**config.mk**
```make
export PLATFORM = sky130hd
export DESIGN_NAME = store_unit
export DESIGN_NICKNAME = d
export VERILOG_FILES = /design/src/design/store_pkg.sv /design/src/design/store_buffer.sv /design/src/design/store_unit.sv
export VERILOG_INCLUDE_DIRS = /design/src /design/src/design
export SDC_FILE = /design/constraint.sdc
export NUM_CORES = 1
export LEC_CHECK = 0
export BUFFER_PORTS_ARGS = -buffer_cell sky130_fd_sc_hd__buf_2
export CAP_MARGIN = 20
export CORE_MARGIN = 8
export CORE_UTILIZATION = 35
export DETAILED_ROUTE_END_ITERATION = 6
export GPL_ROUTABILITY_DRIVEN = 0
export PLACE_DENSITY = 0.54
export RECOVER_POWER = 25
export REMOVE_ABC_BUFFERS = 1
export SLEW_MARGIN = 5
export SYNTH_ARGS = -nofsm -noshare
export SYNTH_HDL_FRONTEND = slang
export SYNTH_SLANG_ARGS = --single-unit
```
**constraint.sdc**
```tcl
create_clock -name clk_i -period 8.65 [get_ports clk_i]
set_input_delay 0 -clock clk_i [delete_from_list [all_inputs] [get_ports clk_i]]
set_output_delay 0 -clock clk_i [all_outputs]
set_load 0.1 [all_outputs]
```
**src/design/store_settings.svh**
```systemverilog
`ifndef STORE_SETTINGS_SVH
`define STORE_SETTINGS_SVH

// ========================================
// Store buffer geometry
// ========================================

// Number of buffer entries, must be a power of two so the pointers wrap
`define STORE_BUFFER_SIZE 4

// ========================================
// Machine-only memory region
// ========================================

// Inclusive byte address bounds, writes here need machine privilege
`define PRIVATE_REGION_START 32'h0000_1000
`define PRIVATE_REGION_END   32'h0000_1FFF

`endif

```
**src/design/store_pkg.sv**
```systemverilog
package store_pkg;

    // ========================================
    // Basic words
    // ========================================

    // One data or address word of the core
    typedef logic [31:0] data_word_t;

    // Byte address without the two offset bits, used by forwarding lookups
    typedef logic [29:0] word_address_t;

    // ========================================
    // Store width and operation
    // ========================================

    // Width of a store as it travels with the buffer entry
    typedef enum logic [1:0] {
        BYTE = 2'b00,
        HALF = 2'b01,
        WORD = 2'b10
    } store_width_t;

    // Store micro-operation coming from issue
    // Same encoding as store_width_t so a plain cast converts one to the other
    typedef enum logic [1:0] {
        STB = 2'b00,
        STH = 2'b01,
        STW = 2'b10
    } stu_uop_t;

    // ========================================
    // Buffer entry
    // ========================================

    // A store as held by the buffer and presented to memory, 66 bits
    typedef struct packed {
        data_word_t   data;
        data_word_t   address;
        store_width_t width;
    } store_entry_t;

endpackage : store_pkg

```
**src/design/store_buffer.sv**
```systemverilog
`include "store_settings.svh"

module store_buffer (
    input  logic                   clk_i,
    input  logic                   rst_n_i,
    input  logic                   flush_i,

    // Push side from the store unit
    input  logic                   push_i,
    input  store_pkg::store_entry_t push_entry_i,
    output logic                   full_o,
    output logic                   empty_o,

    // Commit stage marks the oldest uncommitted entry
    input  logic                   validate_i,

    // Memory controller port
    output logic                   store_request_o,
    output store_pkg::store_entry_t store_entry_o,
    input  logic                   store_done_i,

    // Load forwarding lookup
    input  store_pkg::word_address_t forward_address_i,
    output store_pkg::data_word_t    forward_data_o,
    output logic                     forward_match_o
);

    import store_pkg::*;

    // ========================================
    // Storage and pointers
    // ========================================

    localparam int DEPTH = `STORE_BUFFER_SIZE;
    localparam int PTR_W = $clog2(DEPTH);

    typedef logic [PTR_W-1:0] ptr_t;
    typedef logic [PTR_W:0]   count_t;

    // Entry array, payload only
    store_entry_t entry_q [DEPTH];

    // Head is the oldest entry, commit points past the last validated one,
    // tail is where the next push lands
    ptr_t head_q, head_d;
    ptr_t commit_q, commit_d;
    ptr_t tail_q, tail_d;

    // Total occupancy and number of entries that are validated but not drained
    count_t count_q, count_d;
    count_t committed_q, committed_d;

    logic push_fire;
    logic pop_fire;
    logic validate_fire;
    logic uncommitted;

    // ========================================
    // Status and handshakes
    // ========================================

    assign full_o  = (count_q == count_t'(DEPTH));
    assign empty_o = (count_q == '0);

    // A push is dropped silently when full, the store unit retries it
    assign push_fire = push_i & ~full_o;

    // Memory sees a request as long as at least one entry is committed
    // This level only falls through a pop since flush keeps committed entries
    assign store_request_o = (committed_q != '0);
    assign store_entry_o   = entry_q[head_q];
    assign pop_fire        = store_request_o & store_done_i;

    // Something is waiting for validation, possibly the entry pushed right now
    // A push under flush is discarded, so it cannot be validated either
    assign uncommitted   = (count_q != committed_q) | (push_fire & ~flush_i);
    assign validate_fire = validate_i & uncommitted;

    // ========================================
    // Pointer update
    // ========================================

    always_comb begin : pointer_update
        head_d      = head_q + ptr_t'(pop_fire);
        commit_d    = commit_q + ptr_t'(validate_fire);
        committed_d = committed_q + count_t'(validate_fire) - count_t'(pop_fire);

        if (flush_i) begin
            // Drop everything younger than the commit pointer
            tail_d  = commit_d;
            count_d = committed_d;
        end else begin
            tail_d  = tail_q + ptr_t'(push_fire);
            count_d = count_q + count_t'(push_fire) - count_t'(pop_fire);
        end
    end : pointer_update

    always_ff @(posedge clk_i) begin : pointer_regs
        if (!rst_n_i) begin
            head_q      <= '0;
            commit_q    <= '0;
            tail_q      <= '0;
            count_q     <= '0;
            committed_q <= '0;
        end else begin
            head_q      <= head_d;
            commit_q    <= commit_d;
            tail_q      <= tail_d;
            count_q     <= count_d;
            committed_q <= committed_d;
        end
    end : pointer_regs

    // New entries are written at the tail
    always_ff @(posedge clk_i) begin : entry_write
        if (push_fire) begin
            entry_q[tail_q] <= push_entry_i;
        end
    end : entry_write

    // ========================================
    // Forwarding search
    // ========================================

    // Walk from the youngest entry towards the head and stop at the first
    // occupied entry whose word address matches
    always_comb begin : forward_search
        ptr_t       idx;
        logic       hit;
        data_word_t hit_data;

        hit      = 1'b0;
        hit_data = '0;
        idx      = '0;

        for (int k = 0; k < DEPTH; k++) begin
            // Offset k counts back from the tail, so k equal to 0 is the youngest
            idx = tail_q - ptr_t'(k + 1);

            if (!hit && (count_t'(k) < count_q)) begin
                if (entry_q[idx].address[31:2] == forward_address_i) begin
                    hit      = 1'b1;
                    hit_data = entry_q[idx].data;
                end
            end
        end

        forward_match_o = hit;
        forward_data_o  = hit_data;
    end : forward_search

endmodule : store_buffer

```
**src/design/store_unit.sv**
```systemverilog
`include "store_settings.svh"

module store_unit (
    input  logic                     clk_i,
    input  logic                     rst_n_i,
    input  logic                     stall_i,
    input  logic                     flush_i,

    // Issue side
    input  logic                     privilege_i,
    input  logic                     valid_operation_i,
    input  store_pkg::data_word_t    store_data_i,
    input  store_pkg::data_word_t    store_address_i,
    input  store_pkg::stu_uop_t      operation_i,

    // Writeback holds the result while not ready
    input  logic                     wait_i,

    // Commit stage validation pulse
    input  logic                     validate_i,

    // Load forwarding
    input  store_pkg::word_address_t forward_address_i,
    output store_pkg::data_word_t    forward_data_o,
    output logic                     forward_match_o,

    // Status and result
    output logic                     buffer_empty_o,
    output logic                     idle_o,
    output logic                     illegal_access_o,
    output logic                     misaligned_o,
    output logic                     data_valid_o,

    // Memory controller port
    output logic                     store_request_o,
    output store_pkg::store_entry_t  store_entry_o,
    input  logic                     store_done_i
);

    import store_pkg::*;

    // ========================================
    // Address checks
    // ========================================

    logic misaligned;
    logic private_region;
    logic illegal;

    // Half words sit on even addresses, words on multiples of four
    always_comb begin : alignment_check
        case (operation_i)
            STB:     misaligned = 1'b0;
            STH:     misaligned = store_address_i[0];
            STW:     misaligned = (store_address_i[1:0] != 2'b00);
            default: misaligned = 1'b0;
        endcase
    end : alignment_check

    assign private_region = (store_address_i >= `PRIVATE_REGION_START) &&
                            (store_address_i <= `PRIVATE_REGION_END);

    // Only machine privilege may write inside the private region
    assign illegal = private_region & ~privilege_i;

    // ========================================
    // Held store and saved flags
    // ========================================

    typedef enum logic [1:0] {
        IDLE,
        WAIT_BUFFER,
        WAIT_ACCEPT
    } state_t;

    state_t state_q, state_d;

    store_entry_t issue_entry;
    store_entry_t held_q;
    logic         misaligned_q;
    logic         illegal_q;

    assign issue_entry = '{
        data:    store_data_i,
        address: store_address_i,
        width:   store_width_t'(operation_i)
    };

    // Captured on the issue strobe, used for the push retry and the flag replay
    always_ff @(posedge clk_i) begin : held_regs
        if ((state_q == IDLE) && valid_operation_i) begin
            held_q       <= issue_entry;
            misaligned_q <= misaligned;
            illegal_q    <= illegal;
        end
    end : held_regs

    // ========================================
    // Acceptance FSM
    // ========================================

    logic         push;
    store_entry_t push_entry;
    logic         buffer_full;
    logic         held_match;

    always_ff @(posedge clk_i) begin : state_reg
        if (!rst_n_i) begin
            state_q <= IDLE;
        end else if (flush_i) begin
            state_q <= IDLE;
        end else if (!stall_i) begin
            state_q <= state_d;
        end
    end : state_reg

    always_comb begin : fsm_next
        state_d          = state_q;
        idle_o           = 1'b0;
        data_valid_o     = 1'b0;
        misaligned_o     = 1'b0;
        illegal_access_o = 1'b0;
        push             = 1'b0;
        push_entry       = issue_entry;
        held_match       = 1'b0;

        case (state_q)
            IDLE: begin
                idle_o = 1'b1;

                if (valid_operation_i) begin
                    if (misaligned | illegal) begin
                        // Rejected stores answer at once and never touch the buffer
                        data_valid_o     = 1'b1;
                        misaligned_o     = misaligned;
                        illegal_access_o = illegal;

                        if (wait_i) begin
                            state_d = WAIT_ACCEPT;
                            idle_o  = 1'b0;
                        end
                    end else begin
                        push = 1'b1;

                        if (!buffer_full) begin
                            data_valid_o = 1'b1;

                            if (wait_i) begin
                                state_d = WAIT_ACCEPT;
                                idle_o  = 1'b0;
                            end
                        end else begin
                            // Keep the store in held_q and retry next cycle
                            state_d = WAIT_BUFFER;
                            idle_o  = 1'b0;
                        end
                    end
                end
            end

            WAIT_BUFFER: begin
                push       = 1'b1;
                push_entry = held_q;

                // The held store is younger than anything already buffered
                held_match = (forward_address_i == held_q.address[31:2]);

                if (!buffer_full) begin
                    data_valid_o = 1'b1;

                    if (wait_i) begin
                        state_d = WAIT_ACCEPT;
                    end else begin
                        state_d = IDLE;
                    end
                end
            end

            WAIT_ACCEPT: begin
                // Replay the flags of the store that is still awaiting writeback
                data_valid_o     = 1'b1;
                misaligned_o     = misaligned_q;
                illegal_access_o = illegal_q;

                // Back to IDLE on the next edge, issue waits one more cycle
                if (!wait_i) begin
                    state_d = IDLE;
                end
            end

            default: begin
                state_d = IDLE;
            end
        endcase
    end : fsm_next

    // ========================================
    // Store buffer and forwarding
    // ========================================

    data_word_t buffer_forward_data;
    logic       buffer_match;

    store_buffer u_store_buffer (
        .clk_i             ( clk_i               ),
        .rst_n_i           ( rst_n_i             ),
        .flush_i           ( flush_i             ),
        .push_i            ( push                ),
        .push_entry_i      ( push_entry          ),
        .full_o            ( buffer_full         ),
        .empty_o           ( buffer_empty_o      ),
        .validate_i        ( validate_i          ),
        .store_request_o   ( store_request_o     ),
        .store_entry_o     ( store_entry_o       ),
        .store_done_i      ( store_done_i        ),
        .forward_address_i ( forward_address_i   ),
        .forward_data_o    ( buffer_forward_data ),
        .forward_match_o   ( buffer_match        )
    );

    // Held store wins over the buffer when both match
    assign forward_data_o  = held_match ? held_q.data : buffer_forward_data;
    assign forward_match_o = held_match | buffer_match;

endmodule : store_unit

```
After elaboration in Yosys (flattened, before gate mapping) --
Memories as Yosys holds them, arrays and structs flattened. A register that Yosys moved wholly into a read port is not among the register bits. Cells that the tools add are included.
Storage, ports and cells: register bits 82, memories kept 1, bits in writable memories 264, logic and storage cells 121, input bits 105
Memories:
- u_store_buffer.entry_q | words 4, width 66, read ports 5, clocked after Yosys merged registers in 2, write ports 1, line store_buffer.sv:41 | store_entry_t entry_q [DEPTH];
Operators by class: magnitude comparators 6, add/subtract/negate cells 10, reductions and logical operators 14, eq/ne operators 14, mux-type cells 52, bitwise logic cells 13
Operator list (count):
- $mux W32 | 9
- $eq A30 B30 Y1 | 5
- $mux W66 | 1
- $ge A32 B13 Y1 const B | 1
- $le A32 B13 Y1 const B | 1
- $mux W1 | 25
- $mux W2 | 10
- $pmux W1 S2 | 4
- $add A2 B1 Y2 | 3
- $add A3 B1 Y3 | 2
- $lt A1 B3 Y1 const A | 2
- $lt A2 B3 Y1 const A | 2
- $ne A2 B2 Y1 const B | 3
- $pmux W2 S3 | 1
- $sub A3 B1 Y3 | 2
- $and A1 B1 Y1 | 5
- $logic_and A1 B1 Y1 | 5
- $not A1 Y1 | 5
- $eq A2 B1 Y1 const B | 2
- $eq A2 B2 Y1 const B | 2
- $reduce_and A4 Y1 | 1
- $sub A2 B2 Y2 const B | 2
- $eq A3 B3 Y1 const B | 1
- $logic_not A1 Y1 | 3
- 10 further kinds | 12

Depth between registers and ports, before layout --
An unclocked memory read counts as a cell.
depth after elaboration 15, mapped depth 24

By module --
From an unflattened synthesis, not the netlist that was laid out.
Unflattened totals: cells, all modules 1664, area total of the unflattened synthesis 22888.2 um^2
By module, submodules not included:
- store_buffer | seq. area each 8167.8 um^2, area each 18879.4 um^2, instances 1, cells each 1392
- store_unit | seq. area each 2082.0 um^2, area each 4008.8 um^2, instances 1, cells each 272

Worst setup path after synthesis --
OpenSTA, ideal clock, no wires.
kind reg2reg, start register state_q[0], end memory u_store_buffer.entry_q[0][0] (netlist name), enable pin, arrival 8128 ps, cell stages (with the launch flop) 7, period minus slack after synthesis 8559 ps, path slack 91 ps, required time 8219 ps, cell sequence dfxtp_1 -> clkbuf_1 -> nor3b_1 -> nor3b_1 -> nor2_1 -> nor3_1 -> and2_1
Between the ends: word-level cells in the longest chain between the ends 5, elaborated cells between the ends (all ways) 6, those cells by class eq/ne (1); mux (3); bitwise (1); reduce/logical (1)
Ends and longest elaborated chain:
- start: declaration | line store_unit.sv:76 | state_t state_q, state_d;
- start signal: assignment | line store_unit.sv:113 | state_q <= state_d;
- $eq A2 B1 Y1 or $logic_not A2 Y1 (tied branches) | line store_unit.sv:127 | case (state_q)
- $pmux W1 S2 (*) | line store_unit.sv:127
- $and A1 B1 Y1 (*) | line store_buffer.sv:66 | assign push_fire = push_i & ~full_o;
- $mux W1 (*) | line store_buffer.sv:116 | if (push_fire) begin
- $mux W1 (implied by the code) (*) | line store_buffer.sv:117 | entry_q[tail_q] <= push_entry_i;
- end: declaration | line store_buffer.sv:41
Every way passes the cells marked *; elsewhere a longest branch is shown, timed or not.

Final worst setup path --
start register u_store_buffer.tail_q[1], end output forward_match_o
Between the ends: word-level cells in the longest chain between the ends 15, elaborated cells between the ends (all ways) 22, those cells by class add/sub (3); eq/ne (3); mux (8); bitwise (1); reduce/logical (6); memory (1)
Ends and longest elaborated chain:
- start: declaration | line store_buffer.sv:47 | ptr_t tail_q, tail_d;
- start signal: assignment | line store_buffer.sv:108 | tail_q <= tail_d;
- $sub A2 B1 Y2 | line store_buffer.sv:138 | idx = tail_q - ptr_t'(k + 1);
- $mem_v2 Z4 W66 (*)
- $eq A30 B30 Y1 | line store_buffer.sv:141 | if (entry_q[idx].address[31:2] == forward_address_i) begin
- $mux W1 | line store_buffer.sv:141
- $mux W1 | line store_buffer.sv:140 | if (!hit && (count_t'(k) < count_q)) begin
- $logic_not A1 Y1 | line store_buffer.sv:140
- $logic_and A1 B1 Y1 | line store_buffer.sv:140
- $mux W1 | line store_buffer.sv:140
- $logic_not A1 Y1 | line store_buffer.sv:140
- $logic_and A1 B1 Y1 | line store_buffer.sv:140
- $mux W1 (*) | line store_buffer.sv:140
- $logic_not A1 Y1 | line store_buffer.sv:140
- $logic_and A1 B1 Y1 | line store_buffer.sv:140
- $mux W1 (*) | line store_buffer.sv:140
- $or A1 B1 Y1 (*) | line store_unit.sv:223 | assign forward_match_o = held_match | buffer_match;
- end: declaration | line store_unit.sv:25 | output logic forward_match_o,
Marks and branches as above.

==> impl_metrics.toml <==
[synthesis]
syn-instance-count = 1582
ys.warnings.count = 0
ys_ff_latch = 346
yosysSeqAreaShare_pct = 43.2
avgSynthCellArea_um2 = 15.0
yosys-top-cells-area = "edfxtp_1, mux4_2, mux2i_1"
synth_cell_types = 63
synth_top_area_share_pct = 42.0
async_flop_share_pct = 0
synth_edf_count = 332
synth_most_common_cell = "edfxtp_1"
synth.largest_area_cell = "edfxtp_1"
synth_common_cells = "edfxtp_1, mux4_2, xnor2_1, mux2i_1, clkbuf_1"
synthesis.area_um2 = 23700
yosys_most_used_dff = "edfxtp_1"

[cts]
insertion_delay_ns = 0.57
cts_sinks = 346
cts_buffers = 43
clk_path_buf_depth = 3
root_buffer = "clkbuf_16"
clk_pin_slew_ns = 0.06
cts_tree = "built"
h-tree-depth = 2

[detailed_routing]
antenna_left = 0
drt_iter0_drc = 1403
routedWlPerCell_um = 28.1
viasPerCell = 6.04
remaining_drc_errors = 0
drt-pass1-iter-count = 6
routed_wl_um = 75600
vias = 16300

[global_routing]
grt_first_pass_wirelength_um = 111000
overflow = 0
first_global_vias = 16800
grt_max_degree = 98
grt_usage_pct = 19.1
antenna_found_initial = 9

[worst_setup_path]
startpoint_type = "register"
endpoint_kind = "output port"
max_stage_delay_ns = 0.93
cp_cell_sequence = "buf_4, mux4_2, o2bb2ai_1, a311o_1, or4_1, a2111oi_4, and3_2, buf_4, o21bai_4, buf_4, or4_1, buf_2"
cpMostUsedCell = "buf_4"
crit_arrival_ns = 6.58
r2r_cells = 8
crit_slowest_cell = "dfxtp_4"
critPathRequiredTime_ns = 8.65
setup.worst_path.class = "reg2out"
cp_max_fo = 55

[power_and_ir_drop]
seq_power_share_pct = 27.9
p_per_area_nw_per_um2 = 311
ir_worst_vdd_mv = 0.210
total_power_mw = 8.53
p_sw_mw = 3.73
p_int_mw = 4.80
p_clk_share_pct = 19.9
netSwitchingFraction_pct = 43.8
leakage_nw = 8.82
pwr-share-comb_pct = 52.3

[status]
status = "finished with violations"
violations = "capacitance limit, slew limit"

[timing]
timing.final.ws_setup_ns = 2.07
grt_setup_unrepaired = "false"
hold_viol_final = 0
period_needed_ns = 6.58
setup_viol = 0
worst_hold_slack_ns = 0.151
clock_skew_ns = 0.0204
clock.fmax_ghz = 0.152
worst_pin_slew_ns = 2.60
fin_crit_sh_pct = 76.0
relSlewSlack_pct = -73.1
maxSlewViolCount = 68

[worst_hold_path]
hold_path.class = "in2reg"
worstHoldPathCells = 2

[finish]
final_nets = 1907
area.growth.synth_to_final_pct = 15.5
n_fill_cell = 6153
drive_above_1_share_pct = 35.2

[placed_design]
place_ws_ns = 2.62
io_buffers = 209
hpwl_um = 51000

[floorplan]
core_area_um2 = 67200
fp.dieH_um = 276
fp-row-count = 95
io_pins = 210
initial_core_util_pct = 35.3
dieWidth_um = 276
dieArea_um2 = 76400

[flow_run]
drv_cap = 2
power by group through the flow:
stage | logic, mW | clock network (mW) | registers [mW]
after floorplan | 3.86 | 0 | 2.55
after detailed placement | 4.44 | 0 | 2.41
after global routing | 4.67 | 1.80 | 2.42
after CTS | 4.49 | 1.75 | 2.38
after global placement | 4.43 | 0 | 2.39
final | 4.46 | 1.69 | 2.38
timing repair:
item / CTS / global route
setup buffers: 0 / 0
resized for setup: 0 / 0
endpoints found under the hold margin: 346 / 0
hold buffers: 76 / 0
state kept, by name (all words and copies together), names as in the netlist:
register and cells:
held_q 66, state_q 2, u_store_buffer.head_q 2, misaligned_q 1, u_store_buffer.tail_q 2, u_store_buffer.count_q 3, illegal_q 1, u_store_buffer.committed_q 3
u_store_buffer.commit_q 2, u_store_buffer.entry_q 264
stage by stage:
| step | utilization (%) | TNS [ns] | instances | cell area [um2] |
|---|---|---|---|---|
| 3_3_place_gp | 37.8 | 0 | 2535 | 25400 |
| 2_1_floorplan | - | -1278.79 | 1425 | 22900 |
| 4_1_cts | 40.9 | 0 | 2687 | 27400 |
| 6_report | 40.8 | 0 | 2693 | 27400 |
| 5_1_grt | 40.8 | 0 | 2690 | 27400 |
| 3_5_place_dp | 37.8 | 0 | 2535 | 25400 |
layer usage:
layer,track usage [%],share of wire [%],vias to the layer above
met1,24.4,41,8564
met3,3.74,6.4,116
met5,0,0.045,-
met4,5.28,2.5,6
li1,-,-,6952
met2,32.8,50,639
layout make-up:
class	instances	area (um2)	area share, %
sequential	346	10300	37.4
timing repair buffer	315	2030	7.40
inverter	29	109	0.397
clock buffer	48	1120	4.07
tap	873	1090	3.98
multi-input combinational	1050	12600	45.9
antenna	4	10.0	0.0365
clock inverter	28	201	0.735
critical path: cells and delay by family (launching register included):
kind / cells / cell delay (ns)
buffers and inverters: 4 / 2.29
AOI/OAI and AO/OA: 4 / 1.27
muxes: 1 / 0.45
DFF: 1 / 0.93
and+or+nand+nor: 3 / 0.96
logic make-up after synthesis:
family,count (synthesis),synth area share (%)
muxes,438,33.6
buffers and inverters,186,3.88
AOI/OAI and AO/OA,165,6.82
and+or+nand+nor,291,6.41
DFF,346,43.2
adders and majority gates,17,0.960
xor gates and xnor gates,139,5.13
path summary, 6_finish.rpt:
check	startpoint	to	slack (ns)
hold reg to reg	u_store_buffer.commit_q[1]$_SDFF_PN0_	u_store_buffer.commit_q[1]$_SDFF_PN0_	0.54
setup reg to reg	state_q[0]$_SDFFE_PP0P_	state_q[1]$_SDFFE_PP0P_	4.64
setup / recovery	u_store_buffer.tail_q[1]$_SDFF_PN0_	forward_match_o	2.07
hold / removal	store_data_i[25]	held_q[59]$_DFFE_PP_	0.15
cells in the final DEF, fill, tap and decap left out, types with 16 or more instances in the layout:
cell,count
mux4_2,272
clkbuf_1,54
a221oi_1,19
a21oi_1,16
o221ai_2,28
mux2_2,49
xnor2_1,95
nand4_1,21
nor2_1,25
o21ai_0,20
or3_1,33
nand2b_1,34
buf_2,161
inv_1,29
nand3_1,40
mux2_1,23
a221oi_2,20
edfxtp_1,332
clkbuf_16,44
dlygate4sd3_1,76
buf_4,24
mux2i_1,88
nand2_1,81
xor2_1,44
No activity file was read; power rests on OpenSTA's default activity.
